File: config.mk
export PLATFORM = sky130hd
export DESIGN_NAME = gap_timer
export DESIGN_NICKNAME = d
export VERILOG_FILES = /design/src/gap_timer.sv
export SDC_FILE = /design/constraint.sdc
export NUM_CORES = 1
export LEC_CHECK = 0
export BUFFER_PORTS_ARGS = -buffer_cell sky130_fd_sc_hd__buf_4
export CELL_PAD_IN_SITES_DETAIL_PLACEMENT = 1
export CELL_PAD_IN_SITES_GLOBAL_PLACEMENT = 2
export CORE_AREA = 5 5 42 44
export CTS_BUF_LIST = sky130_fd_sc_hd__clkbuf_8
export DETAILED_ROUTE_END_ITERATION = 7
export DIE_AREA = 0 0 47 49
export GPL_TIMING_DRIVEN = 0
export HOLD_SLACK_MARGIN = 0.08
export PLACE_DENSITY_LB_ADDON = 0.1
export SLEW_MARGIN = 20
export SYNTH_ARGS = -nofsm -noshare
export SYNTH_HDL_FRONTEND = slang
export SYNTH_SLANG_ARGS = --single-unit
File: constraint.sdc
create_clock -name clk -period 1.2 [get_ports clk]
set_input_delay 0 -clock clk [delete_from_list [all_inputs] [get_ports clk]]
set_output_delay 0 -clock clk [all_outputs]
set_load 0.005 [all_outputs]
File: src/gap_timer.sv
`timescale 1ns/100ps

module gap_timer (
    input  logic       clk,
    input  logic       rst,
    input  logic       start,
    input  logic [2:0] load,
    output logic       expired
);

    logic [2:0] count;

    // start always wins over a running count
    always_ff @(posedge clk) begin
        if (rst) begin
            count <= 3'd0;
        end else if (start) begin
            count <= load;
        end else if (count != 3'd0) begin
            count <= count - 3'd1;
        end
    end

    // one-cycle pulse on the last count
    assign expired = (count == 3'd1);

    // a zero load would never expire
    a_load_nonzero: assert property (@(posedge clk) disable iff (rst)
        start |-> load != 3'd0);

endmodule

Yosys cells after proc, flatten, opt, wreduce, memory -nomap -nowiden
Cells that the tools add are included.

cells by class
  add/sub/neg operators = 1
  mux-type cells = 2
  reduce and logical (&&, ||, !) cells = 2
  equal/unequal tests = 1

operators by type and width
  kind                   count
  $mux W3                2
  $eq A3 B1 Y1 const B   1
  $reduce_bool A3 Y1     1
  $sub A3 B1 Y3 const B  1
  $reduce_bool A2 Y1     1

word-level totals
  input bits = 6
  bits in registers = 3

Longest topological paths before layout
  word-level depth = 3
  depth in mapped cells = 4
  gate-level depth less buffers = 4

Worst setup path after synthesis
Ideal clock, no wire load.

  path kind = flip-flop to flip-flop
  start point = reg count[0]
  end point = reg count[2]
  path buffers = 0
  clock period less this slack = 1.268 ns
  stages on the path, launching flop included = 5
  path slack = -0.068 ns
  data arrival time = 1.180 ns
  cells stage by stage = dfxtp_1 > inv_1 > ha_1 > or3b_1 > a311oi_2

on the way
  longest elaborated chain between the ends = 3
  elaborated cells between the ends (all ways) = 5
  classes of those cells = add/sub: 1; mux: 2; reduce/logical: 2

ends and longest elaborated chain
  item                    line  text
  from (decl)             11    logic [2:0] count;
  from (signal assigned)  18    count <= load;
  from (signal assigned)  20    count <= count - 3'd1;
  $sub A3 B1 Y3           20
  $mux W3                 19    end else if (count != 3'd0) begin
  $mux W3                 17    end else if (start) begin

Parallel ways exist; a longest one is shown, timed or not. The select of a mux whose other input is x is not followed.
A chain may end at the register's enable or synchronous reset.

Worst setup path after layout
Ends and elaborated chain as after synthesis.

==> summary.md <==
| Metric | Value |
|---|---|
| Status | `finished, violations left` |
| Failing checks | `negative setup slack` |
| Startpoint types | `flop` |
| Leakage | `0.162 nW` |
| Yosys reg bits | `3` |
| Mapped Area | `224 um^2` |
| Slowest stage delay, CP | `380 ps` |
| Worst path cell trace | `inv_2 > ha_1 > or3b_4 > a311oi_2` |
| Crit path time final | `1200 ps` |
| Final wirelength | `555 um` |
| Via count | `210` |
| Clock H-tree levels | `1` |
| Skew-Pair Late Insertion Delay | `220 ps` |
| Initial DRC Count | `0` |
| MaxCap Viol Count | `0` |
| CTS Buf Count | `3` |
| Max Fclk | `0.830 GHz` |
| Global Route Usage Sum | `0.0597` |
| Ports | `7` |
| Post-Syn Nets | `32` |
| CP arrival | `1330 ps` |
| Initial Util | `0.160` |
| Max-slew violation count | `0` |
| Critical path class | `reg2reg` |
| Largest net degree at the start of global routing | `9` |
| Via/cell ratio | `4.12` |
| Max FO, Critical Path | `2` |
| Fin Hold WS | `119 ps` |
| Initial antenna violation count | `0` |
| Cell Pwr Density | `1390 nW/um^2` |
| Reg clk slew, reported paths | `30 ps` |
| Avg WL per Cell | `10.9 um` |
| Post-synthesis sequential area ratio | `0.268` |
| Commonest non-fill, non-tap cell in the layout | `buf_4` |
| # setup viols final | `1` |
| Die extent in x | `47 um` |
| Final Cycle Share | `1.00` |
| FP Rows | `14` |
| Hold WC Path Type | `in2reg` |
| ANT nets after route | `0` |
| Fillers | `175` |
| Final estimated routing congestion in global placement | `0.631` |
| Max reg flops | `3` |
| Synth top area share | `0.268` |
| Vias in the first global route | `253` |
| Grt ovf | `0` |
| Clock skew | `1.78 ps` |
| Final Hold Fails | `0` |
| Area contributors post-synth | `dfxtp_1 (27%), ha_1 (17%), nor2b_1 (14%)` |
| Syn_area_per_cell | `9.74 um^2` |
| Largest Register | `count` |
| CTS Buffer Depth | `2` |
| Non-Filler Instances | `51` |
| Worst-margin pin slew | `323 ps` |
| Layout area overhead | `72.1%` |
| Drt pass-1 iters | `1` |
| Dpl ws | `-84.8 ps` |
| Die Ht | `49 um` |
| Critical path endpoint category | `flop` |
| HPWL Detailed | `412 um` |
| Commonest non-fill, non-tap cells in the layout | `buf_4 (6), nor2b_1 (4), clkbuf_8 (3)` |
| Fraction of layout cells with a size suffix above 1 | `0.571` |
| Reg2reg setup slack | `-5 ps` |
| DRC viols | `0` |
| First-pass GRT wire length | `966 um` |
| Clock Sinks | `3` |
| Synth area leader | `dfxtp_1` |
| Distinct cells, synth | `11` |
| Core area | `1400 um^2` |
| Maximum VDD drop | `798 uV` |
| Number of diodes | `0` |
| Worst rel slew slack | `0.782` |
| Cells after Synth | `23` |
| RSZ-0062 raised after global routing | `true` |
| Layout Nets | `45` |
| IO Port Bufs | `6` |
| Placed insts | `45` |
| CTS tree | `yes` |
| Root Buffer Master | `clkbuf_8` |
| Slowest-stage cell, CP | `or3b_4` |
| WP data required | `1330 ps` |
| Final WS setup | `-4.72 ps` |
| Yosys warning total | `0` |
| Die area | `2300 um^2` |
| Largest regs | `count (3)` |
[routing by layer]
layer / vias to the layer above / part of all wire / global-route usage
met2: 6 / 0.53 / 0.0905
met5: - / 0 / 0
met3: 0 / 0.067 / 0.0332
met4: 0 / 0 / 0.0276
li1: 104 / - / -
met1: 100 / 0.41 / 0.0655
[cells in the mapped netlist]
master,instances
a2111oi_1,2
a311oi_2,1
and2b_2,1
dfxtp_1,3
ha_1,3
inv_1,3
nand2b_1,1
nor2b_1,5
nor4b_1,2
or2b_1,1
or3b_1,1
[per-stage QoR]
stage	setup TNS (ps)	power, mW	area [um^2]	util
after floorplan	0	0.178	228	-
after global placement	-133	0.216	293	0.209
after detailed placement	-178	0.216	293	0.209
after CTS	-8.20	0.529	367	0.262
after global routing	-102	0.575	385	0.275
final	-4.72	0.534	385	0.275
[worst max-delay path: cells and delay by family (launching register included)]
kind / cells / cell delay (ps)
flops: 1 / 320
fa+ha+maj: 1 / 160
compound gates: 1 / 190
buf+inv: 1 / 70
simple gates: 1 / 380
[kinds of logic (layout without fill, tap and decap cells)]
family | after synthesis | after routing | share of synthesized area
flops | 3 | 3 | 0.268
buf+inv | 3 | 15 | 0.0503
compound gates | 3 | 3 | 0.156
fa+ha+maj | 3 | 3 | 0.168
simple gates | 11 | 11 | 0.358
[what timing repair did]
item | 4_1_cts | 5_1_grt
buffers inserted | 1 | 0
endpoints found under the hold margin | 3 | 0
pin swaps | 2 | 2
resized for setup | 4 | 5
setup endpoints to repair | 3 | 4
hold buffers | 1 | 0
[where the power goes]
| group | internal [mW] | switching, mW |
|---|---|---|
| Sequential | 0.113 | 0.0102 |
| Combinational | 0.0778 | 0.0495 |
| Clock | 0.218 | 0.0660 |
[layout make-up]
class	count	area (um^2)	share of cell area
inverter	3	11.3	0.0292
tap	16	20.0	0.0519
multi-input combinational	17	180	0.468
timing repair buffer	8	66.3	0.172
clock inverter	1	3.75	0.00974
clock buffer	3	41.3	0.107
sequential	3	62.6	0.162
[path summary, 6_finish.rpt]
check                  end     start  depth (start not counted)
setup reg to reg  count[2]  count[0]                          4
setup / recovery  count[2]  count[0]                          4
hold reg to reg   count[2]  count[2]                          2
hold / removal    count[0]   load[0]                          3
Power figures use the tool's default switching activity.
