File: src/axi_pkg.sv
package axi_pkg;

    // only the two codes this bus ever returns
    typedef enum logic [1:0] {
        OKAY   = 2'b00,
        SLVERR = 2'b10
    } axi_resp_e;

    // address beat, same layout on ar and aw
    typedef struct packed {
        logic [31:0] addr;
        // 0 byte, 1 halfword, 2 word
        logic [2:0]  size;
    } axi_addr_t;

    // write data beat
    typedef struct packed {
        logic [31:0] data;
        logic [3:0]  strb;
    } axi_w_t;

    // read data beat
    typedef struct packed {
        logic [31:0] data;
        axi_resp_e   resp;
    } axi_r_t;

    // write response beat
    typedef struct packed {
        axi_resp_e resp;
    } axi_b_t;

endpackage

File: src/lsu_pkg.sv
package lsu_pkg;

    // memory opcodes, loads first
    typedef enum logic [2:0] {
        LB,
        LBU,
        LH,
        LHU,
        LW,
        SB,
        SH,
        SW
    } lsu_op_e;

    // one access from the core
    typedef struct packed {
        lsu_op_e     op;
        logic [31:0] addr;
        logic [31:0] wdata;
    } lsu_req_t;

    // controller states
    typedef enum logic [2:0] {
        IDLE,
        AR_WAIT,
        AR,
        R,
        W,
        B
    } lsu_state_e;

    // pacing gaps on the read path
    localparam int ISSUE_GAP  = 3;
    localparam int RREADY_GAP = 2;

    // memory slave depth in words
    localparam int MEM_WORDS = 256;

endpackage

File: src/lsu_ctrl.sv
`timescale 1ns/100ps

module lsu_ctrl (
    input  logic               clk,
    input  logic               rst,
    input  logic               req,
    input  lsu_pkg::lsu_req_t  req_info,
    output logic               done,
    output logic               busy,
    output logic               err,
    output logic               timer_start,
    output logic [2:0]         timer_load,
    input  logic               timer_done,
    output logic               arvalid,
    input  logic               arready,
    output axi_pkg::axi_addr_t ar,
    input  logic               rvalid,
    output logic               rready,
    input  axi_pkg::axi_r_t    r,
    output logic               awvalid,
    input  logic               awready,
    output axi_pkg::axi_addr_t aw,
    output logic               wvalid,
    input  logic               wready,
    input  axi_pkg::axi_w_t    w,
    output axi_pkg::axi_w_t    w_out,
    input  logic               bvalid,
    output logic               bready,
    input  axi_pkg::axi_b_t    b,
    output logic [31:0]        rdata_raw,
    output lsu_pkg::lsu_op_e   op,
    output logic [1:0]         byte_off
);
    import axi_pkg::*;
    import lsu_pkg::*;

    lsu_state_e  state;
    lsu_op_e     op_q;
    logic [31:0] addr_q;
    axi_w_t      w_q;
    logic [31:0] rdata_q;
    logic        aw_done;
    logic        w_done;
    logic        rready_q;
    logic [2:0]  size;
    logic        aw_hs;
    logic        w_hs;
    logic        req_store;

    assign req_store = req_info.op inside {SB, SH, SW};

    // access size from the held opcode
    always_comb begin
        case (op_q)
            LB, LBU, SB: size = 3'd0;
            LH, LHU, SH: size = 3'd1;
            default:     size = 3'd2;
        endcase
    end

    assign ar = '{addr: addr_q, size: size};
    assign aw = ar;

    // valids come straight off state, so they stay put
    assign arvalid = (state == AR);
    assign awvalid = (state == W) && !aw_done;
    assign wvalid  = (state == W) && !w_done;
    assign bready  = (state == B);
    // rready goes up with the timer pulse and then holds
    assign rready  = (state == R) && (rready_q || timer_done);
    assign busy    = (state != IDLE);

    assign aw_hs = awvalid && awready;
    assign w_hs  = wvalid && wready;

    // issue gap from req, ready gap from the ar handshake
    assign timer_start = ((state == IDLE) && req && !req_store) || (arvalid && arready);
    assign timer_load  = (state == AR) ? 3'(RREADY_GAP) : 3'(ISSUE_GAP);

    always_ff @(posedge clk) begin
        if (rst) begin
            state    <= IDLE;
            op_q     <= LB;
            aw_done  <= 1'b0;
            w_done   <= 1'b0;
            rready_q <= 1'b0;
            done     <= 1'b0;
            err      <= 1'b0;
        end else begin
            done <= 1'b0;
            case (state)
                IDLE: begin
                    if (req) begin
                        op_q  <= req_info.op;
                        state <= req_store ? W : AR_WAIT;
                    end
                end
                AR_WAIT: begin
                    if (timer_done) begin
                        state <= AR;
                    end
                end
                AR: begin
                    if (arready) begin
                        state <= R;
                    end
                end
                R: begin
                    if (rvalid && rready) begin
                        rready_q <= 1'b0;
                        done     <= 1'b1;
                        err      <= (r.resp == SLVERR);
                        state    <= IDLE;
                    end else if (timer_done) begin
                        rready_q <= 1'b1;
                    end
                end
                W: begin
                    // address and data tracked on their own
                    if (aw_hs) begin
                        aw_done <= 1'b1;
                    end
                    if (w_hs) begin
                        w_done <= 1'b1;
                    end
                    if ((aw_done || aw_hs) && (w_done || w_hs)) begin
                        aw_done <= 1'b0;
                        w_done  <= 1'b0;
                        state   <= B;
                    end
                end
                B: begin
                    if (bvalid) begin
                        done  <= 1'b1;
                        err   <= (b.resp == SLVERR);
                        state <= IDLE;
                    end
                end
                default: begin
                    state <= IDLE;
                end
            endcase
        end
    end

    // request payload and read word
    always_ff @(posedge clk) begin
        if ((state == IDLE) && req) begin
            addr_q <= req_info.addr;
            w_q    <= w;
        end
        if (rvalid && rready) begin
            rdata_q <= r.data;
        end
    end

    assign w_out     = w_q;
    assign rdata_raw = rdata_q;
    assign op        = op_q;
    assign byte_off  = addr_q[1:0];

    // core must wait for done
    a_no_req_busy: assert property (@(posedge clk) disable iff (rst) req |-> !busy);
    // ar held steady until taken
    a_ar_stable: assert property (@(posedge clk) disable iff (rst)
        arvalid && !arready |=> arvalid && $stable(ar));

endmodule

File: config.mk
export PLATFORM = sky130hd
export DESIGN_NAME = lsu_ctrl
export DESIGN_NICKNAME = d
export VERILOG_FILES = /design/src/axi_pkg.sv /design/src/lsu_pkg.sv /design/src/lsu_ctrl.sv
export SDC_FILE = /design/constraint.sdc
export NUM_CORES = 1
export LEC_CHECK = 0
export BUFFER_PORTS_ARGS = -buffer_cell sky130_fd_sc_hd__buf_2
export CAP_MARGIN = 20
export CORE_AREA = 4 4 115 117
export CTS_CLUSTER_SIZE = 20
export DETAILED_ROUTE_END_ITERATION = 7
export DIE_AREA = 0 0 119 121
export PLACE_DENSITY = 0.68
export SYNTH_ARGS = -nofsm -noshare
export SYNTH_HDL_FRONTEND = slang
export SYNTH_SLANG_ARGS = --single-unit
File: constraint.sdc
create_clock -name clk -period 2.8 [get_ports clk]
set_clock_uncertainty 0.1 [all_clocks]
set_input_delay 0.28 -clock clk [delete_from_list [all_inputs] [get_ports clk]]
set_output_delay 0.28 -clock clk [all_outputs]
set_load 0.02 [all_outputs]
* Word level (Yosys, flattened, before mapping)
Index checks and enable logic that the tools add are counted.
** Word-level totals
- Register bits :: 111
- Input port bits :: 148
- Output and inout bits :: 155
- Logic and storage cells :: 87
** Cells by class
- Eq/ne operators :: 21
- Mux-type cells :: 22
- Reductions and logical operators :: 33
** Operators by type and width (count)
- equality test 3 bit (second input constant) :: 7
- 2-to-1 mux 3 bit :: 7
- case mux 3 bit (6 select lines) :: 1
- equality test 3 x 2 -> 1 bit (second input constant) :: 4
- 2-to-1 mux 1 bit :: 11
- logical AND 1 bit :: 10
- AND reduction 2 bit :: 4
- nonzero test 2 bit :: 4
- equality test 3 x 1 -> 1 bit (second input constant) :: 2
- logical NOT 3 bit :: 2
- inequality test 2 x 1 -> 1 bit (second input constant) :: 3
- inequality test 2 bit (second input constant) :: 3
- AND reduction 6 bit :: 1
- nonzero test 3 bit :: 2
- OR reduction 3 bit :: 2
- equality test 2 bit (second input constant) :: 2
- logical OR 1 bit :: 4
- case mux 1 bit (2 select lines) :: 2
- case mux 2 bit (2 select lines) :: 1
- logical NOT 1 bit :: 3
- AND reduction 3 bit :: 1

* Logic depth before layout (Yosys ltp)
- Depth in word-level cells :: 7
- Mapped depth :: 6
- Mapped depth without buffers :: 4

* Least setup slack after synthesis
OpenSTA, ideal clock, no wires.
- Path kind :: register to output
- Start :: register state[2]
- End :: output port timer_start
- Arrival :: 1.895 ns
- Required time :: 2.420 ns
- Path slack :: 0.525 ns
- Stages on the path, launching flop included :: 5
- Path buffers :: 1
- Path through :: dfxtp_1 buf_6 or3_4 nor2_8 a22o_1
** On the way
- Longest elaborated chain between the ends :: 4
- Elaborated cells on any way between the ends :: 6
- Classes of those cells :: 1 x eq/ne; 5 x reduce/logical
** Ends and longest elaborated chain
- from (decl) :: RTL line lsu_ctrl.sv:37 : lsu_state_e state;
- from (signal assigned) :: RTL line lsu_ctrl.sv:95 : state <= req_store ? W : AR_WAIT;
- logical NOT 3 bit :: RTL line lsu_ctrl.sv:77 : assign timer_start = ((state == IDLE) && req && !req_store) || (arvalid && arready);
- logical AND 1 bit (2 in series) :: RTL line lsu_ctrl.sv:77
- logical OR 1 bit * :: RTL line lsu_ctrl.sv:77
- to (decl) :: RTL line lsu_ctrl.sv:11 : output logic timer_start,
Every way passes the cells marked *; elsewhere a longest branch is shown, timed or not.

* Worst setup path after layout
- Start :: register state[0]
- End :: output port timer_start
The elaborated chain is that of the path after synthesis.

==> summary.txt <==
Clock tree
  • Post-CTS sizing: 0
  • CTS tree: built
  • Clock-pin slew on the worst setup and hold paths: 0.07 ns
  • Post-CTS Setup Inserts: 0
  • Root Buffer: clkbuf_16
  • Longest Clk Path Bufs: 2
  • Number of clock sinks: 111
  • Worst-Skew Late Latency: 0.34 ns
  • # H-tree levels: 3
  • CTS Buf Count: 9

Timing
  • RSZ-0062 raised after global routing: false
  • Slew Limit Fails: 0
  • Sum Neg Setup Slack: 0 ns
  • Period utilization: 0.722
  • Final Critical Period: 2.02 ns
  • Fmax: 495 MHz
  • Final Hold Violating Endpoints: 0
  • Setup violators final: 0

Drt
  • WL met2: 5950 microns
  • Metal-1 WL: 3710 microns
  • Highest Signal Layer: met5
  • Via count: 3,006
  • Average via count per standard cell: 4.21
  • DRT Wirelength: 11,000 microns
  • Initial DRT Pass Iterations: 4
  • Detail Route Antenna Nets: 0
  • Number of remaining DRC errors: 0
  • Wire per inst: 15.4 microns
  • Met3 routed wirelength: 1070 microns
  • Initial DRC Count: 156

Setup path
  • Critical Path RT: 2.42 ns
  • Startpoint types: flop
  • CP Capture Type: primary output
  • Worst r2r path cells: 5
  • CP Max Fanout: 14
  • Critical path arrival: 1.64 ns
  • Crit Path Category: reg2out

Final layout
  • Storage element area: 3220 sq um
  • Ratio of cells with drive above 1 in the final layout: 0.524
  • Non-Filler Instances: 714
  • # nets final: 685
  • Fillers: 1,060
  • Diodes inserted: 0
  • Multi-input logic area: 414 sq um
  • Area Growth Syn to Fin: 57.9%

Die
  • Die X: 119 microns
  • Cell Rows: 41
  • Placeable core area: 12,400 sq um
  • I/O pins: 303
  • Die area: 14,400 sq um
  • Initial Utilization: 0.322
  • Die Y: 121 microns

Global route
  • Vias in the first global route: 3,062
  • Antenna violations before repair: 2
  • Grt ovf: 0
  • Largest net degree at the start of global routing: 72
  • Global Route Usage Sum: 0.148
  • Global-route wire length before repair: 16,200 microns

Yosys
  • Main area contributors after synthesis: edfxtp_1 75%, buf_4 7.7%, dfxtp_1 5.5%
  • Mapped Cells: 224
  • Commonest cells in the netlist: 100 x edfxtp_1, 41 x buf_4, 13 x nor2_1
  • Synth Warn #: 0
  • Post-synth EDFFs: 100
  • Yosys top cell area share: 0.754
  • Avg Cell Area, Syn: 17.8 sq um
  • Top-count cell post-synth: edfxtp_1
  • Post-Syn Area: 3980 sq um
  • Dominant cell type by area after synthesis: edfxtp_1
  • Register area share after synthesis: 0.809
  • Asr flop ratio synth: 0
  • Synth Flop Type: edfxtp_1
  • Post-synth cell types: 33
  • Synthesis-stage register bit count: 111

Power and ir drop
  • P_leak: 0.00273 uW
  • Max IR drop VDD: 0.000318 V
  • PwrDens: 672 nW/um^2

Placed design
  • DP HPWL: 7660 microns
  • I/O Buffers: 266
  • GPL Wtd Cong: 0.749
  • Placed cells: 621

Min path
  • Worst Hold Class: in2reg
  • Hold Path Stages: 1

Job
  • Max_cap viols: 0

Run status
  • Status: completed
placed cells by master (no fill, tap or decap), drive strengths merged, types with 5 or more instances in the layout:
cell           n
buf          268
edfxtp       100
dlygate4sd3   77
nor2          14
clkbuf        12
dfxtp         11
a21oi          7
nor3           6
mux2i          5
inv            5
power breakdown:
group          leakage, uW  switching [uW]  internal, uW
sequential         0.00103            72.8          2000
clock             0.000135             558           702
combinational      0.00157             553           334
through the flow:
stage / utilization / total power, uW / area [sq um] / worst slack (ns) / hold WS [ns]
after CTS: 0.500 / 4280 / 6180 / 0.751 / 0.00000203
after detailed placement: 0.423 / 2930 / 5230 / 0.824 / 0.358
final: 0.509 / 4220 / 6290 / 0.779 / 0.0161
after floorplan: - / 2670 / 3990 / 0.525 / 0.277
after global routing: 0.509 / 4420 / 6290 / 0.643 / 0.000346
after global placement: 0.423 / 2910 / 5230 / 0.897 / 0.357
sequential cells by signal, summed over array words and instances (netlist names):
register	flops
err	1
addr_q	32
w_out	36
rdata_raw	32
rready_q	1
aw_done	1
done	1
op	3
w_done	1
state	3
timing repair:
item,4_1_cts,5_1_grt
hold endpoints to repair,66,11
endpoints found under the setup margin,0,0
hold buffers,66,11
worst max-delay path, stage by stage (launching register included):
cell and delay, ns:
dfxtp_1 0.44, or3_4 0.46, nor2_8 0.11, a22o_1 0.13, buf_2 0.17
kinds of logic after synthesis:
| kind of cell | count (synthesis) | share of synthesized area |
|---|---|---|
| DFF | 111 | 0.809 |
| xor gates and xnor gates | 1 | 0.00220 |
| buffers and inverters | 49 | 0.0889 |
| other | 2 | 0.00189 |
| muxes | 6 | 0.0154 |
| and+or+nand+nor | 36 | 0.0503 |
| AOI/OAI and AO/OA | 19 | 0.0323 |
path summary, 6_finish.rpt:
kind            endpoint  slack, ns  startpoint
max          timer_start       0.78    state[0]
min            w_out[28]       0.02       w[28]
max reg2reg          err       0.83    state[0]
min reg2reg          err       0.39         err
metal layers:
| metal | GRT usage | vias up |
|---|---|---|
| met1 | 0.146 | 1418 |
| met2 | 0.270 | 165 |
| met5 | 0 | - |
| met4 | 0.0608 | 4 |
| li1 | - | 1397 |
| met3 | 0.0639 | 22 |
area by class of cell:
cell class	count	area share
flip-flops and latches	111	0.512
well taps	172	0.0342
clock buffers	12	0.0376
clock inverters	4	0.00895
inverters	4	0.00239
multi-input cells	66	0.0658
repair buffers	345	0.339
No activity file was read; power rests on OpenSTA's default activity.
