### config.mk
export PLATFORM = sky130hd
export DESIGN_NAME = load_align
export DESIGN_NICKNAME = d
export VERILOG_FILES = /design/src/lsu_pkg.sv /design/src/load_align.sv
export SDC_FILE = /design/constraint.sdc
export NUM_CORES = 1
export LEC_CHECK = 0
export BUFFER_PORTS_ARGS = -buffer_cell sky130_fd_sc_hd__buf_4
export CAP_MARGIN = 10
export CORE_MARGIN = 2
export CORE_UTILIZATION = 42
export DETAILED_ROUTE_END_ITERATION = 8
export PLACE_DENSITY = 0.84
export SLEW_MARGIN = 15
export SYNTH_ARGS = -nofsm -noshare
export SYNTH_HDL_FRONTEND = slang
export SYNTH_SLANG_ARGS = --single-unit
### constraint.sdc
create_clock -name vclk -period 2.5
set_input_delay 0.625 -clock vclk [all_inputs]
set_output_delay 0.625 -clock vclk [all_outputs]
set_load 0.01 [all_outputs]
### src/lsu_pkg.sv
package lsu_pkg;

    // memory opcodes, loads first
    typedef enum logic [2:0] {
        LB,
        LBU,
        LH,
        LHU,
        LW,
        SB,
        SH,
        SW
    } lsu_op_e;

    // one access from the core
    typedef struct packed {
        lsu_op_e     op;
        logic [31:0] addr;
        logic [31:0] wdata;
    } lsu_req_t;

    // controller states
    typedef enum logic [2:0] {
        IDLE,
        AR_WAIT,
        AR,
        R,
        W,
        B
    } lsu_state_e;

    // pacing gaps on the read path
    localparam int ISSUE_GAP  = 3;
    localparam int RREADY_GAP = 2;

    // memory slave depth in words
    localparam int MEM_WORDS = 256;

endpackage

### src/load_align.sv
`timescale 1ns/100ps

module load_align (
    input  logic             clk,
    input  lsu_pkg::lsu_op_e op,
    input  logic [1:0]       byte_off,
    input  logic [31:0]      word,
    output logic [31:0]      value
);
    import lsu_pkg::*;

    logic [31:0] shifted;

    // bring addressed lane down to bit 0
    assign shifted = word >> {byte_off, 3'b000};

    always_comb begin
        case (op)
            LB:      value = {{24{shifted[7]}}, shifted[7:0]};
            LBU:     value = {24'h0, shifted[7:0]};
            LH:      value = {{16{shifted[15]}}, shifted[15:0]};
            LHU:     value = {16'h0, shifted[15:0]};
            LW:      value = shifted;
            // stores return nothing
            default: value = 32'h0;
        endcase
    end

    // no misaligned access reaches the bus
    a_half_even: assert property (@(posedge clk)
        (op inside {LH, LHU, SH}) |-> !byte_off[0]);
    a_word_zero: assert property (@(posedge clk)
        (op inside {LW, SW}) |-> byte_off == 2'b00);

endmodule

### After elaboration in Yosys (flattened, before gate mapping)

Index checks and enable logic that the tools add are counted.

* $add $sub $neg: 0
* multipliers: 0
* div/mod/pow operators: 0
* magnitude comparators: 0
* eq/ne operators: 4
* shift operators: 1
* multiplexer cells: 1
* bitwise gates (word level): 0
* reduce and logical (&&, ||, !) cells: 1

Operator list (number)
* 32-bit case mux with 5 select lines: 1
* 32-bit by 5-bit right shift with 32-bit output: 1
* 3-bit by 2-bit == test with 1-bit output, second input constant: 2
* 3-bit by 1-bit == test with 1-bit output, second input constant: 1
* 3-bit == test, second input constant: 1
* 3-bit zero test: 1

* bits in registers: 0
* latch bits: 0
* RAM bits: 0
* memory bits (read-only): 0
* input bits: 38
* output and inout port bits: 32
* word-level logic and storage cells: 7
* memories kept: 0

### Logic depth before layout (Yosys ltp)

Gate-level depths: netlist (run 1).

* depth after elaboration: 2
* mapped depth: 5
* gate-level depth less buffers: 3

### Worst setup path after synthesis (run 1)

No wires, ideal clock.

* kind: in2out
* from: input port byte_off[0]
* to: output port value[17]
* arrival time: 1618 ps
* required time: 1875 ps
* setup slack: 257 ps
* stages: 5
* path buffers: 2
* path through: buf_6 -> mux2_2 -> a32oi_4 -> buf_6 -> o211ai_1

* cells in the longest elaborated chain, start to end: 2

Ends and longest elaborated chain
* start: declaration: line load_align.sv:6 `input logic [1:0] byte_off,`
* 32-bit by 5-bit right shift with 32-bit output: line load_align.sv:15 `assign shifted = word >> {byte_off, 3'b000};`
* 32-bit case mux with 5 select lines: line load_align.sv:18 `case (op)`
* end: declaration: line load_align.sv:8 `output logic [31:0] value`

No other way between the ends.

### Worst setup path in the final report (run 1)

* from: input port byte_off[0]
* to: output port value[12]

Same word-level chain as after synthesis.

==> qor.yml, run 1 <==
worstSetupPathType: "in -> out"
regArea_sq_um: 0
drv_cap: 0
synth_cell_types: 28
required_ps: 1880
synth_top_area_share: 0.186
ys_seq_area_frac: 0
core_sq_um: 2000
grt_pass1_wl_mm: 4.92
hp-class: "in -> out"
status: "completed"
crit_arrival_ps: 1830
synth.cell_area_sq_um: 906
syn_inst: 115
wirelength_mm: 3.06
drtIter0Drc: 15
flops_and_latches: 0
io_buffers: 69
grt.overflow.total: 0
grt_max_degree: 21
postRouteAntennaNets: 0
power.leakage_uw: 0.000689
final_cells: 207
rsz0062_at_grt: "true"
synthTopCellsByArea: "mux2_2 (19%), o211ai_1 (11%), mux2i_1 (9.9%)"
antenna_found_initial: 0
relSlewSlack: 0.551
grt_util_all_layers: 0.236
nets: 220
n_clock_buffer: 0
place.gp.congestion: 0.835
num_rows: 16
diodes: 0
vias: 1169
dp_hpwl_mm: 2.40
hold_buffers: 0
die_y_um: 50.4
yosys_warnings: 0
area_growth_pct: 63.7
viasPerCell: 5.65
dieArea_sq_um: 2540
start_util: 0.453
drc: 0
crit_path_start_kind: "primary input"
chipWidth_um: 50.4
crit_path_end_kind: "output pin"
period_share: 0.982
fin_util: 0.741
drt_first_pass_iters: 4
synthesis.nets: 153
drive_gt1_frac: 0.572
yosysTopAreaCell: "mux2_2"
worst_pin_slew_ps: 655
slew_viol_final: 0
p_per_area_nw_per_um2: 196
crit_fanout: 20
final-setup-viol-count: 0
wire_per_inst_um: 14.8
fin_crit_ps: 2460
dp_cells: 207
vdd.ir_drop.worst_mv: 0.122
grt_pass1_vias: 1113
fmax_mhz: 407
ios: 70
syn_area_per_cell_sq_um: 7.88
hold_viol: 0
## worst max-delay path, cell delays in order
cell and delay [ps]:
buf_4 120, mux2_2 370, a32oi_4 230, buf_12 190, o21ai_0 110, buf_4 180
## metrics by stage
step                      TNS, ps  hold WS [ps]  cell area, sq um  power, uW  setup WS (ps)
after floorplan                 0          1410               906        148            257
after global placement          0          1600              1470        283           64.7
after detailed placement        0          1610              1470        289           48.9
after CTS                       0          1610              1470        290           47.0
after global routing        -13.1          1650              1480        314          -6.42
final                           0          1610              1480        291           44.3
## cells by family after synthesis
family                 count (synthesis)  share of synthesized area
AOI/OAI and AO/OA                     40                      0.359
muxes                                 25                      0.302
and+or+nand+nor                       35                      0.224
buffers and inverters                 15                      0.115
## where the power goes
| part | switching (uW) | internal [uW] |
|---|---|---|
| logic | 133 | 159 |
| clock network | 0 | 0 |
| registers | 0 | 0 |
## cells in the mapped netlist (2+ instances only)
cell / count
nor2_1: 11
a22oi_1: 6
mux2i_1: 9
mux2_2: 15
nor2b_1: 2
nand3b_1: 8
buf_4: 3
a211oi_1: 7
buf_6: 4
o211ai_1: 13
o21ai_0: 6
o211ai_2: 3
nand2_1: 9
clkbuf_1: 4
o21ai_1: 2
## area by class of cell
cell class                      instances  area (sq um)
Fill cell                             166           519
Inverter                                1          3.75
Timing Repair Buffer                   79           634
Multi-Input combinational cell        100           811
Tap cell                               27          33.8
## layout by cell type, fill, tap and decap left out
cell / n
buf_6: 1
a21oi_4: 1
nor2_1: 11
o21ai_0: 6
nor3_1: 1
o22a_1: 1
a211oi_1: 7
nor4b_2: 1
o211ai_2: 3
or3b_1: 1
nand2_1: 9
nor2b_1: 1
nor4b_4: 1
mux2_4: 1
o21ai_1: 2
o211ai_1: 13
mux2i_1: 9
mux2_2: 15
nand3b_1: 8
inv_1: 1
buf_12: 3
a32oi_4: 1
nor2b_2: 1
and3b_1: 1
a22oi_1: 6
buf_4: 75
## layer usage
layer  vias to the layer above  wire [um]  global-route usage
li1                        577          -                   -
met1                       549       1220               0.290
met2                        43       1650               0.471
met3                         0        188             0.00595
met4                         0          0             0.00901
met5                         -          0                   0
## worst paths after layout
path,startpoint,endpoint,slack (ps),cells after the start
worst max-delay path,byte_off[0],value[12],40,6
worst min-delay path,word[29],value[29],1610,4
## what timing repair did
action | in CTS | in global routing
setup endpoints to repair | 0 | 15
resized for setup | 0 | 3
setup buffers | 0 | 0
Power figures use the tool's default switching activity.
==> run 2, diff against run 1 <==
--- a/config.mk
+++ b/config.mk
@@ -5,6 +5,7 @@
 export SDC_FILE = /design/constraint.sdc
 export NUM_CORES = 1
 export LEC_CHECK = 0
+export ABC_CLOCK_PERIOD_IN_PS = 2500
 export BUFFER_PORTS_ARGS = -buffer_cell sky130_fd_sc_hd__buf_4
 export CAP_MARGIN = 10
 export CORE_MARGIN = 2
==> constraint.sdc (replaced) <==
create_clock -name vclk -period 2.5
set_input_delay 0.625 -clock vclk [all_inputs]
set_output_delay 0.625 -clock vclk [all_outputs]
set_load 0.05 [all_outputs]
==> qor.yml, run 2 (synthesis results as in run 1) <==
final-setup-viol-count: 1
cp_cell_sequence: "buf_12, mux2_4, a32oi_4, clkbuf_16, o211ai_1, buf_4"
wirelength_mm: 3.82
power.leakage_uw: 0.000781
antenna_found_initial: 0
whs_ps: 1660
p_per_area_nw_per_um2: 283
fin_crit_ps: 2520
die_y_um: 50.4
violations: "setup timing"
max_stage_delay_ps: 330
io_buffers: 69
drv_cap: 0
crit_fanout: 7
design_area_sq_um: 1730
holdCritStartpoint: "word[29]"
worstSetupPathType: "in -> out"
relSlewSlack: 0.648
drc: 0
grt_pass1_vias: 1173
vias: 1272
final_cells: 213
dieArea_sq_um: 2540
hp-class: "in -> out"
grt.overflow.total: 0
period_share: 1.01
ios: 70
slew_viol_final: 0
drt_first_pass_iters: 4
n_clock_buffer: 0
setup_ws_ps: -16.6
placed_cell_area_sq_um: 1600
crit_path_start_kind: "primary input"
required_ps: 1880
place_ws_ps: -56.8
dp_hpwl_mm: 2.47
crit_path_end_kind: "output pin"
regArea_sq_um: 0
viasPerCell: 5.97
status: "finished with violations"
area_growth_pct: 91.0
dp_cells: 209
critPathSlowestCell: "mux2_4"
grt_max_degree: 25
grt_util_all_layers: 0.256
start_util: 0.453
flops_and_latches: 0
final_cell_mix: "buf_4 (74), mux2_2 (13), o211ai_1 (13)"
diodes: 0
crit_arrival_ps: 1890
final_common_cell: "buf_4"
grt_pass1_wl_mm: 5.27
vdd.ir_drop.worst_mv: 0.232
worst_pin_slew_ps: 528
fmax_mhz: 397
wire_per_inst_um: 17.9
hold_viol: 0
postRouteAntennaNets: 0
drive_gt1_frac: 0.677
place.gp.congestion: 0.778
hold_end: "value[29]"
core_sq_um: 2000
drtIter0Drc: 11
rsz0062_at_grt: "true"
min_path_cells: 4
nets: 226
num_rows: 16
chipWidth_um: 50.4
-- run 2: cell types whose count changed in the layout (fill, tap and decap cells not counted), moves of 2 or more --
cell	change
o21ai_2	+8
a211oi_1	-7
a211oi_4	+6
o21ai_0	-6
buf_6	+5
mux2_2	-2
mux2_4	+2
o21ai_1	-2
-- run 2: layout make-up --
type	count	area, sq um
Multi-Input combinational cell	100	965
Fill cell	111	272
Tap cell	27	33.8
Inverter	1	3.75
Timing Repair Buffer	85	728
-- run 2: per-layer routing --
metal,track usage,up-vias,part of all wire
met4,0,0,0.0037
met3,0.0298,2,0.060
met5,0,-,0
met2,0.500,70,0.51
li1,-,585,-
met1,0.313,615,0.43
-- run 2: stage by stage --
step	util	setup TNS [ps]	power, uW
after detailed placement	0.801	-483	457
after global routing	0.864	-284	509
after global placement	0.801	-280	449
after floorplan	-	-2020	313
after CTS	0.813	0	465
final	0.864	-16.6	490
-- run 2: power by group --
part,internal [uW],switching (uW)
logic,193,297
registers,0,0
clock network,0,0
total,193,297
-- run 2: what timing repair did --
item / CTS / global route
cloned: 0 / 2
endpoints found under the setup margin: 19 / 29
buffers inserted: 1 / 1
resized for setup: 1 / 12
pin swaps: 1 / 0
endpoints found under the hold margin: 0 / 0
hold buffers: 0 / 0
-- run 2: worst max-delay path by stage --
| stage | from | end | cells after the start |
|---|---|---|---|
| 2_1_floorplan | byte_off[1] | value[2] | 5 |
| 3_3_place_gp | byte_off[0] | value[19] | 5 |
| 3_5_place_dp | byte_off[0] | value[25] | 5 |
| 4_1_cts | byte_off[0] | value[0] | 6 |
| 5_1_grt | op[1] | value[21] | 7 |
| 6_report | byte_off[0] | value[17] | 6 |
-- run 2: worst max-delay path: cells and delay by family --
family | cells | cell delay (ps)
multiplexers | 1 | 330
buffers and inverters | 3 | 530
AO/OA/AOI/OAI | 2 | 400
==> run 3, diff against run 2 <==
--- a/config.mk
+++ b/config.mk
@@ -11,7 +11,7 @@
 export CORE_MARGIN = 2
 export CORE_UTILIZATION = 42
 export DETAILED_ROUTE_END_ITERATION = 8
-export PLACE_DENSITY = 0.84
+export PLACE_DENSITY = 0.94
 export SLEW_MARGIN = 15
 export SYNTH_ARGS = -nofsm -noshare
 export SYNTH_HDL_FRONTEND = slang
==> qor.yml, run 3 (synthesis results as in run 1) <==
status: "finished with violations"
violations: "setup timing"
final_cells: 218
fmax_mhz: 385
hp-class: "in -> out"
multi_input_area_sq_um: 948
viasPerCell: 6.46
io_buffers: 69
drt_first_pass_iters: 5
grt_util_all_layers: 0.307
required_ps: 1880
final_common_cell: "buf_4"
grt_max_degree: 25
grt_util_met2: 0.575
place.gp.congestion: 0.786
dp_cells: 210
ios: 70
drtIter0Drc: 65
flops_and_latches: 0
vdd.ir_drop.worst_mv: 0.188
worstSetupPathType: "in -> out"
antenna_found_initial: 0
crit_path_start_kind: "primary input"
wire_per_inst_um: 23.1
power.leakage_uw: 0.000814
drv_cap: 0
num_rows: 16
dp_hpwl_mm: 2.73
use_met3: 0.0238
n_clock_buffer: 0
crit_arrival_ps: 1970
grt.overflow.total: 0
crit_path_end_kind: "output pin"
regArea_sq_um: 0
chipWidth_um: 50.4
crit_fanout: 12
hold_viol: 0
postRouteAntennaNets: 0
grt_use_met1: 0.387
p_total_uw: 516
period_share: 1.04
grt_pass1_wl_mm: 6.15
drive_gt1_frac: 0.691
die_y_um: 50.4
setup-tns-final_ps: -637
diodes: 0
nets: 231
whs_ps: 1680
worst_pin_slew_ps: 530
core_sq_um: 2000
p_per_area_nw_per_um2: 289
slew_viol_final: 0
fin_crit_ps: 2600
final-setup-viol-count: 18
hold_buffers: 0
setup_ws_ps: -96.9
start_util: 0.453
vias: 1409
drc: 0
rsz0062_at_grt: "true"
busiest_layer: "met2"
fill_cells: 94
area_growth_pct: 97.0
wirelength_mm: 5.04
grt_pass1_vias: 1220
dieArea_sq_um: 2540
final_cell_mix: "buf_4 (74), mux2_2 (13), o211ai_1 (13)"
relSlewSlack: 0.646
run 3: critical path: stages:
cell	delay, ps
buf_12	110
mux2_4	320
a32oi_4	330
clkbuf_16	250
o211ai_1	110
buf_4	210
run 3: power by group:
group	internal, uW	switching, uW	leakage, uW
sequential	0	0	0
combinational	205	312	0.000814
clock	0	0	0
total	205	312	0.000814
run 3: path summary, 6_finish.rpt:
kind | startpoint | to | slack (ps) | cells after the start
setup / recovery | byte_off[0] | value[25] | -100 | 6
hold / removal | word[29] | value[29] | 1680 | 4
run 3: layout make-up:
class / count / share of cell area
tap: 27 / 0.0189
multi-input combinational: 100 / 0.532
inverter: 1 / 0.00210
timing repair buffer: 90 / 0.447
run 3: repair_timing:
item | CTS | global route
setup endpoints to repair | 18 | 24
gates resized for setup | 3 | 14
pin swaps | 0 | 3
gates cloned | 0 | 2
buffers inserted | 4 | 2
run 3: through the flow:
step	area (sq um)	utilization	setup slack (ps)
floorplan	1040	-	-203
global placement	1620	0.811	-75.7
detailed placement	1620	0.811	-166
CTS	1670	0.834	5.34
global route	1780	0.891	-105
finish	1780	0.891	-96.9
run 3: layer usage:
| layer | share of wire | wire, um | up-vias |
|---|---|---|---|
| li1 | - | - | 594 |
| met1 | 0.36 | 1800 | 664 |
| met2 | 0.48 | 2430 | 116 |
| met3 | 0.098 | 492 | 35 |
| met4 | 0.064 | 325 | 0 |
| met5 | 0 | 0 | - |
