==> src/axi_pkg.sv <==
package axi_pkg;

    // only the two codes this bus ever returns
    typedef enum logic [1:0] {
        OKAY   = 2'b00,
        SLVERR = 2'b10
    } axi_resp_e;

    // address beat, same layout on ar and aw
    typedef struct packed {
        logic [31:0] addr;
        // 0 byte, 1 halfword, 2 word
        logic [2:0]  size;
    } axi_addr_t;

    // write data beat
    typedef struct packed {
        logic [31:0] data;
        logic [3:0]  strb;
    } axi_w_t;

    // read data beat
    typedef struct packed {
        logic [31:0] data;
        axi_resp_e   resp;
    } axi_r_t;

    // write response beat
    typedef struct packed {
        axi_resp_e resp;
    } axi_b_t;

endpackage

==> src/lsu_pkg.sv <==
package lsu_pkg;

    // memory opcodes, loads first
    typedef enum logic [2:0] {
        LB,
        LBU,
        LH,
        LHU,
        LW,
        SB,
        SH,
        SW
    } lsu_op_e;

    // one access from the core
    typedef struct packed {
        lsu_op_e     op;
        logic [31:0] addr;
        logic [31:0] wdata;
    } lsu_req_t;

    // controller states
    typedef enum logic [2:0] {
        IDLE,
        AR_WAIT,
        AR,
        R,
        W,
        B
    } lsu_state_e;

    // pacing gaps on the read path
    localparam int ISSUE_GAP  = 3;
    localparam int RREADY_GAP = 2;

    // memory slave depth in words
    localparam int MEM_WORDS = 256;

endpackage

==> src/store_align.sv <==
`timescale 1ns/100ps

module store_align (
    input  lsu_pkg::lsu_op_e op,
    input  logic [1:0]       addr_low,
    input  logic [31:0]      data,
    output axi_pkg::axi_w_t  w
);
    import lsu_pkg::*;

    always_comb begin
        // loads drive no lanes
        w = '0;
        case (op)
            SB: begin
                // byte copied to every lane
                w.data = {4{data[7:0]}};
                w.strb = 4'b0001 << addr_low;
            end
            SH: begin
                w.data = {2{data[15:0]}};
                w.strb = 4'b0011 << addr_low;
            end
            SW: begin
                w.data = data;
                w.strb = 4'b1111;
            end
            default: begin
                w = '0;
            end
        endcase
    end

endmodule

==> config.mk <==
export PLATFORM = sky130hd
export DESIGN_NAME = store_align
export DESIGN_NICKNAME = d
export VERILOG_FILES = /design/src/axi_pkg.sv /design/src/lsu_pkg.sv /design/src/store_align.sv
export SDC_FILE = /design/constraint.sdc
export NUM_CORES = 1
export LEC_CHECK = 0
export ABC_AREA = 1
export ABC_CLOCK_PERIOD_IN_PS = 800
export BUFFER_PORTS_ARGS = -buffer_cell sky130_fd_sc_hd__buf_2
export CAP_MARGIN = 30
export CELL_PAD_IN_SITES_DETAIL_PLACEMENT = 1
export CELL_PAD_IN_SITES_GLOBAL_PLACEMENT = 1
export CORE_MARGIN = 1.5
export CORE_UTILIZATION = 16
export DETAILED_ROUTE_END_ITERATION = 10
export GPL_ROUTABILITY_DRIVEN = 0
export MAX_ROUTING_LAYER = met4
export PLACE_DENSITY = 0.81
export REMOVE_ABC_BUFFERS = 1
export SLEW_MARGIN = 40
export SYNTH_ARGS = -nofsm -noshare
export SYNTH_HDL_FRONTEND = slang
export SYNTH_SLANG_ARGS = --single-unit
==> constraint.sdc <==
create_clock -name vclk -period 0.8
set_input_delay 0.08 -clock vclk [all_inputs]
set_output_delay 0.08 -clock vclk [all_outputs]
set_load 0.1 [all_outputs]
Yosys cells after proc, flatten, opt, wreduce, memory -nomap -nowiden. Index checks and enable logic that the tools add are counted.

Register bits after elaboration: 0. Bits in latches: 0. Bits in writable memories: 0. ROM bits: 0. Bits of input ports: 37. Output and inout port bits: 36. Logic and storage cells: 6. Memories kept: 0.

Add/sub/neg operators: 0. Multipliers: 0. Div/mod/pow operators: 0. Magnitude comparators: 0. Eq/ne operators: 3. Shifts and indexed selects: 2. Multiplexer cells: 1. Bitwise gates (word level): 0. Reductions and logical operators: 0.

Operators with widths (count): $pmux 36 s3 (1); $eq 3x3->1 const B (3); $shl 1x2->4 const A (1); $shl 2x2->4 const A (1).

Longest topological paths before layout. Gate-level depths: netlist of run 1.

Depth after elaboration: 2. Depth in mapped cells: 5. Gate-level depth less buffers: 4.

Worst setup path after synthesis of run 1. Ideal clock, no wire load.

Path kind: input port to output port. From: input op[0]. To: output w[10] in the netlist's numbering. Arrival: 1.664 ns. Required time: 0.720 ns. Path slack: -0.944 ns. Cell stages on the path: 4. Buffers on the path: 0. Path through: nand2_1 > nand2_1 > inv_1 > nor2_1.

RTL lines: start: declaration (line store_align.sv:4) `input lsu_pkg::lsu_op_e op,`; end: declaration (line store_align.sv:7) `output axi_pkg::axi_w_t w`.

==> reports/metrics.json, run 1 <==
{
  "grt_start_max_net_pins": {"value": 9},
  "gr-usage-all-layers": {"value": 23.9, "unit": "%"},
  "grt_first_pass_wirelength": {"value": 6.22, "unit": "mm"},
  "critical_path.endpoint_type": {"value": "output pin"},
  "antenna_found_initial": {"value": 0},
  "flops_and_latches": {"value": 0},
  "syn_inst": {"value": 118},
  "drt_pre_antenna_iters": {"value": 4},
  "final_antenna_net_count": {"value": 0},
  "power_density": {"value": 1030, "unit": "mW/mm^2"},
  "die_height": {"value": 59, "unit": "um"},
  "areaGrowthSynthToFinish": {"value": 318, "unit": "%"},
  "clock.fmax": {"value": 0.996, "unit": "GHz"},
  "hold-path-endpoint": {"value": "w[23]"},
  "synth_largest_type_area_fraction": {"value": 50.9, "unit": "%"},
  "finalSetupViolCount": {"value": 36},
  "dieArea": {"value": 0.00348, "unit": "sq mm"},
  "first_global_vias": {"value": 1270},
  "synthesis.yosys.warnings": {"value": 0},
  "post_route_cells_drive_above_1_share": {"value": 83.3, "unit": "%"},
  "routed_wl": {"value": 5.11, "unit": "mm"},
  "timing.hold.worst.class": {"value": "in -> out"},
  "wire_per_inst": {"value": 20.7, "unit": "um"},
  "netlist_top_cells_area": {"value": "sky130_fd_sc_hd__nand2_1, sky130_fd_sc_hd__nand3_1, sky130_fd_sc_hd__inv_1"},
  "post-layout-total-power": {"value": 2.16, "unit": "mW"},
  "max_slew.worst_pin.slew": {"value": 237, "unit": "ps"},
  "cp.arrival": {"value": 920, "unit": "ps"},
  "path_class": {"value": "in -> out"},
  "grt_setup_unrepaired": {"value": "yes"},
  "critical_path.startpoint_type": {"value": "input pin"},
  "route.detailed.drc": {"value": 0},
  "maxCapViolCount": {"value": 0},
  "io_buffer_count": {"value": 73},
  "viasPerCell": {"value": 4.73},
  "global_route.overflow_total": {"value": 0},
  "final_stage_net_count": {"value": 242},
  "post_synth.cell_area_avg": {"value": 4.25, "unit": "sq um"},
  "worst_hold_startpoint": {"value": "data[19]"},
  "number_of_clock_tree_buffers_in_the_layout": {"value": 0},
  "worst-endpoint-required": {"value": 720, "unit": "ps"},
  "max_rail_drop_vdd": {"value": 0.586, "unit": "mV"},
  "crit_fanout": {"value": 8},
  "min_path_cells": {"value": 4},
  "synth_cell_type_count": {"value": 12},
  "failed_checks": {"value": "negative setup slack"},
  "via_count": {"value": 1168},
  "estimated_wirelength_of_the_detail_placed_design": {"value": 2.51, "unit": "mm"},
  "sequential_cell_area": {"value": 0, "unit": "sq um"},
  "dpl_worst_slack": {"value": -379, "unit": "ps"},
  "rows": {"value": 20},
  "slew-limit-headroom": {"value": 84.2, "unit": "%"},
  "worst_path_setup_slack_after_routing": {"value": -204, "unit": "ps"},
  "die_w": {"value": 59, "unit": "um"},
  "sequential_fraction_of_the_synthesis_area": {"value": 0, "unit": "%"},
  "drv_slew": {"value": 0},
  "finalCritPeriodShare": {"value": 126, "unit": "%"},
  "insertedDiodeCount": {"value": 0},
  "post_syn_area": {"value": 502, "unit": "sq um"},
  "boundaryPins": {"value": 73},
  "cts-hold-fix-buffers": {"value": 0},
  "run_status": {"value": "finished, violations left"},
  "core-area": {"value": 0.00303, "unit": "sq mm"},
  "period_minus_slack": {"value": 1000, "unit": "ps"},
  "final_hold_viol_count": {"value": 0},
  "total_leakage_power": {"value": 1.09, "unit": "nW"},
  "detailedRoute.firstIterationViolations": {"value": 23},
  "floorplan.initialDensity": {"value": 16.6, "unit": "%"},
  "synth_top_cell_by_area": {"value": "sky130_fd_sc_hd__nand2_1"}
}
-- synth_stat cells --
cell / n
sky130_fd_sc_hd__nand2_1: 68
sky130_fd_sc_hd__nand3_1: 17
sky130_fd_sc_hd__inv_1: 12
sky130_fd_sc_hd__nor2_1: 10
sky130_fd_sc_hd__a21oi_1: 2
sky130_fd_sc_hd__buf_6: 2
sky130_fd_sc_hd__nor2_4: 2
sky130_fd_sc_hd__clkinv_1: 1
sky130_fd_sc_hd__inv_2: 1
sky130_fd_sc_hd__nand2_2: 1
sky130_fd_sc_hd__nor3_1: 1
sky130_fd_sc_hd__o21ai_0: 1
-- worst max-delay path, stage by stage --
cell and delay [ps]:
sky130_fd_sc_hd__buf_12 110, sky130_fd_sc_hd__nand2_8 80, sky130_fd_sc_hd__nor2_4 120, sky130_fd_sc_hd__buf_6 170, sky130_fd_sc_hd__nand2_2 80, sky130_fd_sc_hd__nand3_2 90
sky130_fd_sc_hd__buf_12 180
-- how the worst max path moves through the flow --
stage	cells after the start	startpoint	endpoint
2_1_floorplan	4	op[0]	w[10]
3_3_place_gp	6	op[0]	w[30]
3_5_place_dp	6	op[0]	w[35]
4_1_cts	7	op[2]	w[32]
5_1_grt	7	op[2]	w[27]
6_report	7	op[2]	w[34]
-- area by class of cell --
type / count / area, sq um
inverter: 14 / 60.1
tap: 44 / 55.1
fill: 316 / 930
multi-input combinational: 102 / 878
timing repair buffer: 87 / 1100
-- cells by family after synthesis --
logic type      after synthesis  share of synthesized area [%]
compound gates                3                           2.99
buf+inv                      16                           15.0
simple gates                 99                           82.0
-- layout by cell type, fill, tap and decap left out --
cell type                 netlist  routed
sky130_fd_sc_hd__nand2_2        1      26
sky130_fd_sc_hd__buf_4          0       4
sky130_fd_sc_hd__nand2_8        0       3
sky130_fd_sc_hd__nor2_4         2      11
sky130_fd_sc_hd__buf_2          0      34
sky130_fd_sc_hd__buf_8          0       3
sky130_fd_sc_hd__nand2_4        0      18
sky130_fd_sc_hd__nand3_4        0       5
sky130_fd_sc_hd__nand2_1       68      22
sky130_fd_sc_hd__buf_6          2       7
sky130_fd_sc_hd__nor2_2         0       1
sky130_fd_sc_hd__inv_1         12      11
sky130_fd_sc_hd__o21ai_1        0       1
sky130_fd_sc_hd__nor3_2         0       1
sky130_fd_sc_hd__inv_4          0       3
sky130_fd_sc_hd__a21oi_2        0       2
sky130_fd_sc_hd__nand3_2        0      12
sky130_fd_sc_hd__buf_12         0      39
-- layer usage --
metal	global-route usage, %	routed length, um
met4	2.27	101
met5	-	0
met3	2.84	255
met2	45.6	2790
met1	27.4	1970
-- through the flow --
stage	util, %	hold WS (ps)	TNS, ps	std cells	area, sq um
final	69.3	552	-5480	247	2100
after global routing	69.3	578	-6470	247	2100
after CTS	63.1	538	-4280	246	1910
after detailed placement	50.3	541	-12480	244	1520
after global placement	50.3	533	-10230	244	1520
after floorplan	-	535	-20140	116	479
-- report_power, final --
group	total [mW]	internal, mW	switching, mW
Clock	0	0	0
Combinational	2.16	0.747	1.41
Sequential	0	0	0
Total	2.16	0.747	1.41
-- timing repair --
action / in CTS / in global routing
setup endpoints to repair: 36 / 36
buffers inserted: 2 / 1
resized for setup: 98 / 47
pin swaps: 18 / 14
(Power assumes the default switching activity.)
==> inputs of run 2 (changes only) <==
Settings changed: BUFFER_PORTS_ARGS -buffer_cell sky130_fd_sc_hd__buf_2 to -buffer_cell sky130_fd_sc_hd__buf_4.
==> run 2 against run 1 <==
Net effect:
- the run still ends with negative setup slack left
- critical path type unchanged
- setup slack worse by 39 ps
- design area up 2.9%
- via count down 1.1%
==> reports/metrics.json, run 2 (synthesis gave the netlist of run 1 again) <==
{
  "place_area": {"value": 0.00117, "unit": "sq mm"},
  "routed_wl": {"value": 5.32, "unit": "mm"},
  "gr-usage-all-layers": {"value": 26.3, "unit": "%"},
  "fin_area": {"value": 0.00216, "unit": "sq mm"},
  "number_of_clock_tree_buffers_in_the_layout": {"value": 0},
  "final_common_cell": {"value": "sky130_fd_sc_hd__buf_12"},
  "grt_first_pass_wirelength": {"value": 6.77, "unit": "mm"},
  "fin_util": {"value": 71.3, "unit": "%"},
  "areaGrowthSynthToFinish": {"value": 330, "unit": "%"},
  "wl_on_met1": {"value": 2.07, "unit": "mm"},
  "viasPerCell": {"value": 4.71},
  "top_layer": {"value": "met4"},
  "run_status": {"value": "finished, violations left"},
  "floorplan.initialDensity": {"value": 16.6, "unit": "%"},
  "final_stage_net_count": {"value": 240},
  "cts-hold-fix-buffers": {"value": 0},
  "maxCapViolCount": {"value": 0},
  "cp-endpoint": {"value": "w[3]"},
  "estimated_wirelength_of_the_detail_placed_design": {"value": 2.23, "unit": "mm"},
  "crit_fanout": {"value": 3},
  "power_density": {"value": 1010, "unit": "mW/mm^2"},
  "insertedDiodeCount": {"value": 0},
  "die_w": {"value": 59, "unit": "um"},
  "via_count": {"value": 1155},
  "period_minus_slack": {"value": 1040, "unit": "ps"},
  "cp.arrival": {"value": 960, "unit": "ps"},
  "grt_start_max_net_pins": {"value": 9},
  "first_global_vias": {"value": 1314},
  "route.detailed.drc": {"value": 0},
  "global_route.overflow_total": {"value": 0},
  "slew-limit-headroom": {"value": 81.1, "unit": "%"},
  "die_height": {"value": 59, "unit": "um"},
  "timing.hold.worst.class": {"value": "in -> out"},
  "io_buffer_count": {"value": 73},
  "final_hold_viol_count": {"value": 0},
  "path_class": {"value": "in -> out"},
  "wire_per_inst": {"value": 21.7, "unit": "um"},
  "core-area": {"value": 0.00303, "unit": "sq mm"},
  "detailed_routed_wire_length_on_met3": {"value": 196, "unit": "um"},
  "drt_pre_antenna_iters": {"value": 4},
  "finalCritPeriodShare": {"value": 130, "unit": "%"},
  "rows": {"value": 20},
  "drv_slew": {"value": 0},
  "critical_path.startpoint_type": {"value": "input pin"},
  "total_leakage_power": {"value": 1.09, "unit": "nW"},
  "dieArea": {"value": 0.00348, "unit": "sq mm"},
  "clock.fmax": {"value": 0.959, "unit": "GHz"},
  "max_rail_drop_vdd": {"value": 0.547, "unit": "mV"},
  "crit_start": {"value": "op[2]"},
  "post_route_cells_drive_above_1_share": {"value": 79.6, "unit": "%"},
  "fin_tns_setup": {"value": -6140, "unit": "ps"},
  "sequential_cell_area": {"value": 0, "unit": "sq um"},
  "antenna_found_initial": {"value": 0},
  "finalSetupViolCount": {"value": 36},
  "worst-endpoint-required": {"value": 720, "unit": "ps"},
  "flops_and_latches": {"value": 0},
  "critical_path.endpoint_type": {"value": "output pin"},
  "grt_setup_unrepaired": {"value": "yes"},
  "failed_checks": {"value": "negative setup slack"},
  "met2_layer_wire_length_in_the_routed_design": {"value": 2.97, "unit": "mm"},
  "max_slew.worst_pin.slew": {"value": 282, "unit": "ps"},
  "worst_path_setup_slack_after_routing": {"value": -243, "unit": "ps"},
  "layout.cells.most_common_list": {"value": "sky130_fd_sc_hd__buf_12, sky130_fd_sc_hd__buf_4, sky130_fd_sc_hd__nand2_1"},
  "fillerInstances": {"value": 309},
  "detailedRoute.firstIterationViolations": {"value": 16},
  "boundaryPins": {"value": 73},
  "final_antenna_net_count": {"value": 0}
}
==> run 2: changes by cell type in the layout (fill, tap and decap cells not counted) <==
cell	delta
sky130_fd_sc_hd__buf_12	+3
sky130_fd_sc_hd__buf_2	-34
sky130_fd_sc_hd__buf_4	+34
sky130_fd_sc_hd__buf_6	-2
sky130_fd_sc_hd__buf_8	-3
sky130_fd_sc_hd__clkinv_4	+1
sky130_fd_sc_hd__inv_2	+1
sky130_fd_sc_hd__inv_4	-3
sky130_fd_sc_hd__inv_8	+1
sky130_fd_sc_hd__nand2_1	+7
sky130_fd_sc_hd__nand2_2	-3
sky130_fd_sc_hd__nand2_4	-4
sky130_fd_sc_hd__nand3_2	-2
sky130_fd_sc_hd__nand3_4	+2
==> run 2: stage by stage <==
step | hold WS (ps) | setup WS, ps | total power [mW] | std cells
2_1_floorplan | 535 | -944 | 1.04 | 116
3_3_place_gp | 576 | -324 | 1.47 | 242
3_5_place_dp | 579 | -348 | 1.48 | 242
4_1_cts | 529 | -161 | 2.03 | 245
5_1_grt | 557 | -278 | 2.23 | 245
6_report | 545 | -243 | 2.18 | 245
==> run 2: worst min-delay path by stage <==
stage	cells past startpoint	start	end	slack [ps]
after global routing	4	data[12]	w[32]	560
after detailed placement	4	data[0]	w[4]	580
after CTS	4	data[15]	w[35]	530
after global placement	4	data[0]	w[4]	580
after floorplan	2	data[6]	w[10]	530
final	4	data[10]	w[30]	550
==> run 2: area by class of cell <==
class	count	area, sq um	area share (%)
timing repair buffer	85	1180	54.8
tap	44	55.1	2.55
inverter	14	65.1	3.01
multi-input combinational	102	856	39.7
==> run 2: worst max-delay path, stage by stage <==
cell and delay [ps]:
sky130_fd_sc_hd__buf_12 100, sky130_fd_sc_hd__nand2_4 70, sky130_fd_sc_hd__buf_4 160, sky130_fd_sc_hd__a21oi_2 190, sky130_fd_sc_hd__nand2_2 80, sky130_fd_sc_hd__nand2_2 100
sky130_fd_sc_hd__buf_12 170
==> run 2: metal layers <==
metal	track usage, %	up-vias
li1	-	527
met1	27.2	572
met2	53.8	50
met3	2.40	6
met4	3.57	0
met5	-	-
==> run 2: timing repair <==
item	4_1_cts	5_1_grt
resized for setup	206	28
pin swaps	25	1
endpoints found under the hold margin	0	0
endpoints found under the setup margin	36	36
setup buffers	3	0
==> run 2: power by group <==
part           switching (mW)  total (mW)  internal (mW)  leakage [nW]
Combinational            1.40        2.18          0.780          1.09
Sequential                  0           0              0             0
Clock                       0           0              0             0
Total                    1.40        2.18          0.780          1.09
==> inputs of run 3 (changes only) <==
Settings changed: CORE_MARGIN 1.5 to not set, PLACE_DENSITY 0.81 to not set, PLACE_DENSITY_LB_ADDON set to 0.1.
==> run 3 against run 2 <==
Net effect:
- the run ends with design-rule violations, negative setup slack left
- fmax up 5.8%
- final cell count down 6.5%
- total power down 5.5%
- critical endpoint is now w[1]
- design area down 7.3%
- via count down 4.7%
==> reports/metrics.json, run 3 (synthesis gave the netlist of run 1 again) <==
{
  "run_status": {"value": "finished, violations left"},
  "failed_checks": {"value": "design-rule violations, negative setup slack"},
  "core-area": {"value": 0.00285, "unit": "sq mm"},
  "total_leakage_power": {"value": 1.06, "unit": "nW"},
  "layout.cells.most_common_list": {"value": "sky130_fd_sc_hd__buf_4, sky130_fd_sc_hd__buf_12, sky130_fd_sc_hd__nand2_1"},
  "grt_first_pass_wirelength": {"value": 6.13, "unit": "mm"},
  "maxCapViolCount": {"value": 0},
  "slew-limit-headroom": {"value": 84.7, "unit": "%"},
  "rows": {"value": 19},
  "final_antenna_net_count": {"value": 0},
  "number_of_clock_tree_buffers_in_the_layout": {"value": 0},
  "final_hold_viol_count": {"value": 0},
  "path_class": {"value": "in -> out"},
  "worst-endpoint-required": {"value": 720, "unit": "ps"},
  "cts-hold-fix-buffers": {"value": 0},
  "via_count": {"value": 1101},
  "post_route_cells_drive_above_1_share": {"value": 74.2, "unit": "%"},
  "boundaryPins": {"value": 73},
  "critical_path.startpoint_type": {"value": "input pin"},
  "die_w": {"value": 58, "unit": "um"},
  "clock.fmax": {"value": 1.01, "unit": "GHz"},
  "route.detailed.drc": {"value": 6},
  "finalSetupViolCount": {"value": 36},
  "cp_slowest_cell": {"value": "sky130_fd_sc_hd__buf_12"},
  "floorplan.initialDensity": {"value": 17.6, "unit": "%"},
  "placed_cells": {"value": 227},
  "grt_busiest_layer": {"value": "met2"},
  "flops_and_latches": {"value": 0},
  "routed_wl": {"value": 4.17, "unit": "mm"},
  "wire_per_inst": {"value": 18.2, "unit": "um"},
  "global_route.overflow_total": {"value": 0},
  "crit_start": {"value": "op[0]"},
  "viasPerCell": {"value": 4.81},
  "globalRouteMet1Util": {"value": 25.5, "unit": "%"},
  "critical_path.endpoint_type": {"value": "output pin"},
  "grtUsageMet2": {"value": 47.5, "unit": "%"},
  "cp_top_family": {"value": "buffers and inverters"},
  "dieArea": {"value": 0.00336, "unit": "sq mm"},
  "cp.arrival": {"value": 910, "unit": "ps"},
  "max_rail_drop_vdd": {"value": 0.589, "unit": "mV"},
  "antenna_found_initial": {"value": 0},
  "worst_hold_startpoint": {"value": "data[23]"},
  "fin_tns_setup": {"value": -4940, "unit": "ps"},
  "insertedDiodeCount": {"value": 0},
  "crit_chain": {"value": "buf_12 -> nand2_4 -> buf_4 -> nor3_1 -> nand2_1 -> nand2_2 -> buf_12"},
  "fin_util": {"value": 70.1, "unit": "%"},
  "final_stage_net_count": {"value": 237},
  "worst_path_setup_slack_after_routing": {"value": -185, "unit": "ps"},
  "dpl_worst_slack": {"value": -370, "unit": "ps"},
  "io_buffer_count": {"value": 73},
  "crit_fanout": {"value": 5},
  "grt.met3_usage": {"value": 2.46, "unit": "%"},
  "finalCritPeriodShare": {"value": 123, "unit": "%"},
  "grt_setup_unrepaired": {"value": "yes"},
  "first_global_vias": {"value": 1255},
  "critical-path-max-stage-delay": {"value": 170, "unit": "ps"},
  "layoutNonFillerInstCount": {"value": 229},
  "estimated_wirelength_of_the_detail_placed_design": {"value": 2.23, "unit": "mm"},
  "areaGrowthSynthToFinish": {"value": 299, "unit": "%"},
  "max_slew.worst_pin.slew": {"value": 228, "unit": "ps"},
  "period_minus_slack": {"value": 985, "unit": "ps"},
  "path_buf_inv": {"value": 3},
  "critical_path.most_common_cell": {"value": "sky130_fd_sc_hd__buf_12"},
  "drt_pre_antenna_iters": {"value": 7},
  "min_path_cells": {"value": 4},
  "grt_start_max_net_pins": {"value": 17},
  "power_density": {"value": 1030, "unit": "mW/mm^2"},
  "sequential_cell_area": {"value": 0, "unit": "sq um"},
  "hold-path-endpoint": {"value": "w[27]"},
  "gr-usage-all-layers": {"value": 23.7, "unit": "%"},
  "detailedRoute.firstIterationViolations": {"value": 41},
  "die_height": {"value": 58, "unit": "um"},
  "timing.hold.worst.class": {"value": "in -> out"},
  "drv_slew": {"value": 0},
  "post-layout-total-power": {"value": 2.06, "unit": "mW"}
}
run 3: metal layers:
| metal | share of wire, % | wire, um | up-vias |
|---|---|---|---|
| met5 | 0 | 0 | - |
| met4 | 1.3 | 56 | 0 |
| met3 | 5.6 | 234 | 6 |
| met2 | 58 | 2430 | 49 |
| met1 | 35 | 1450 | 524 |
| li1 | - | - | 522 |
run 3: per-stage QoR:
stage,hold WS [ps],cell area [sq um]
floorplan,535,479
global placement,577,1120
detailed placement,577,1120
CTS,536,1840
global route,548,2000
finish,542,2000
run 3: cell type report:
cell class / count / area (sq um)
Multi-Input combinational cell: 102 / 785
Tap cell: 31 / 38.8
Timing Repair Buffer: 82 / 1110
Fill cell: 298 / 852
Inverter: 14 / 63.8
run 3: report_power, final:
group | internal [mW] | leakage, nW | switching (mW)
Clock | 0 | 0 | 0
Combinational | 0.733 | 1.06 | 1.33
Sequential | 0 | 0 | 0
Total | 0.733 | 1.06 | 1.33
run 3: how the worst max path moves through the flow:
stage | end | depth (start not counted)
finish | w[1] | 7
global route | w[1] | 7
CTS | w[22] | 7
detailed placement | w[24] | 6
global placement | w[28] | 6
floorplan | w[10] | 4
run 3: tightest hold or removal path: stages:
cell,delay [ps]
sky130_fd_sc_hd__buf_4,80
sky130_fd_sc_hd__nand2_1,60
sky130_fd_sc_hd__nand3_2,80
sky130_fd_sc_hd__buf_12,170
run 3: repair_timing:
action                                  in CTS  in global routing
resized for setup                          172                 39
endpoints found under the setup margin      36                 36
gates cloned                                 0                  0
buffers inserted                             2                  0
pin swaps                                   18                  4
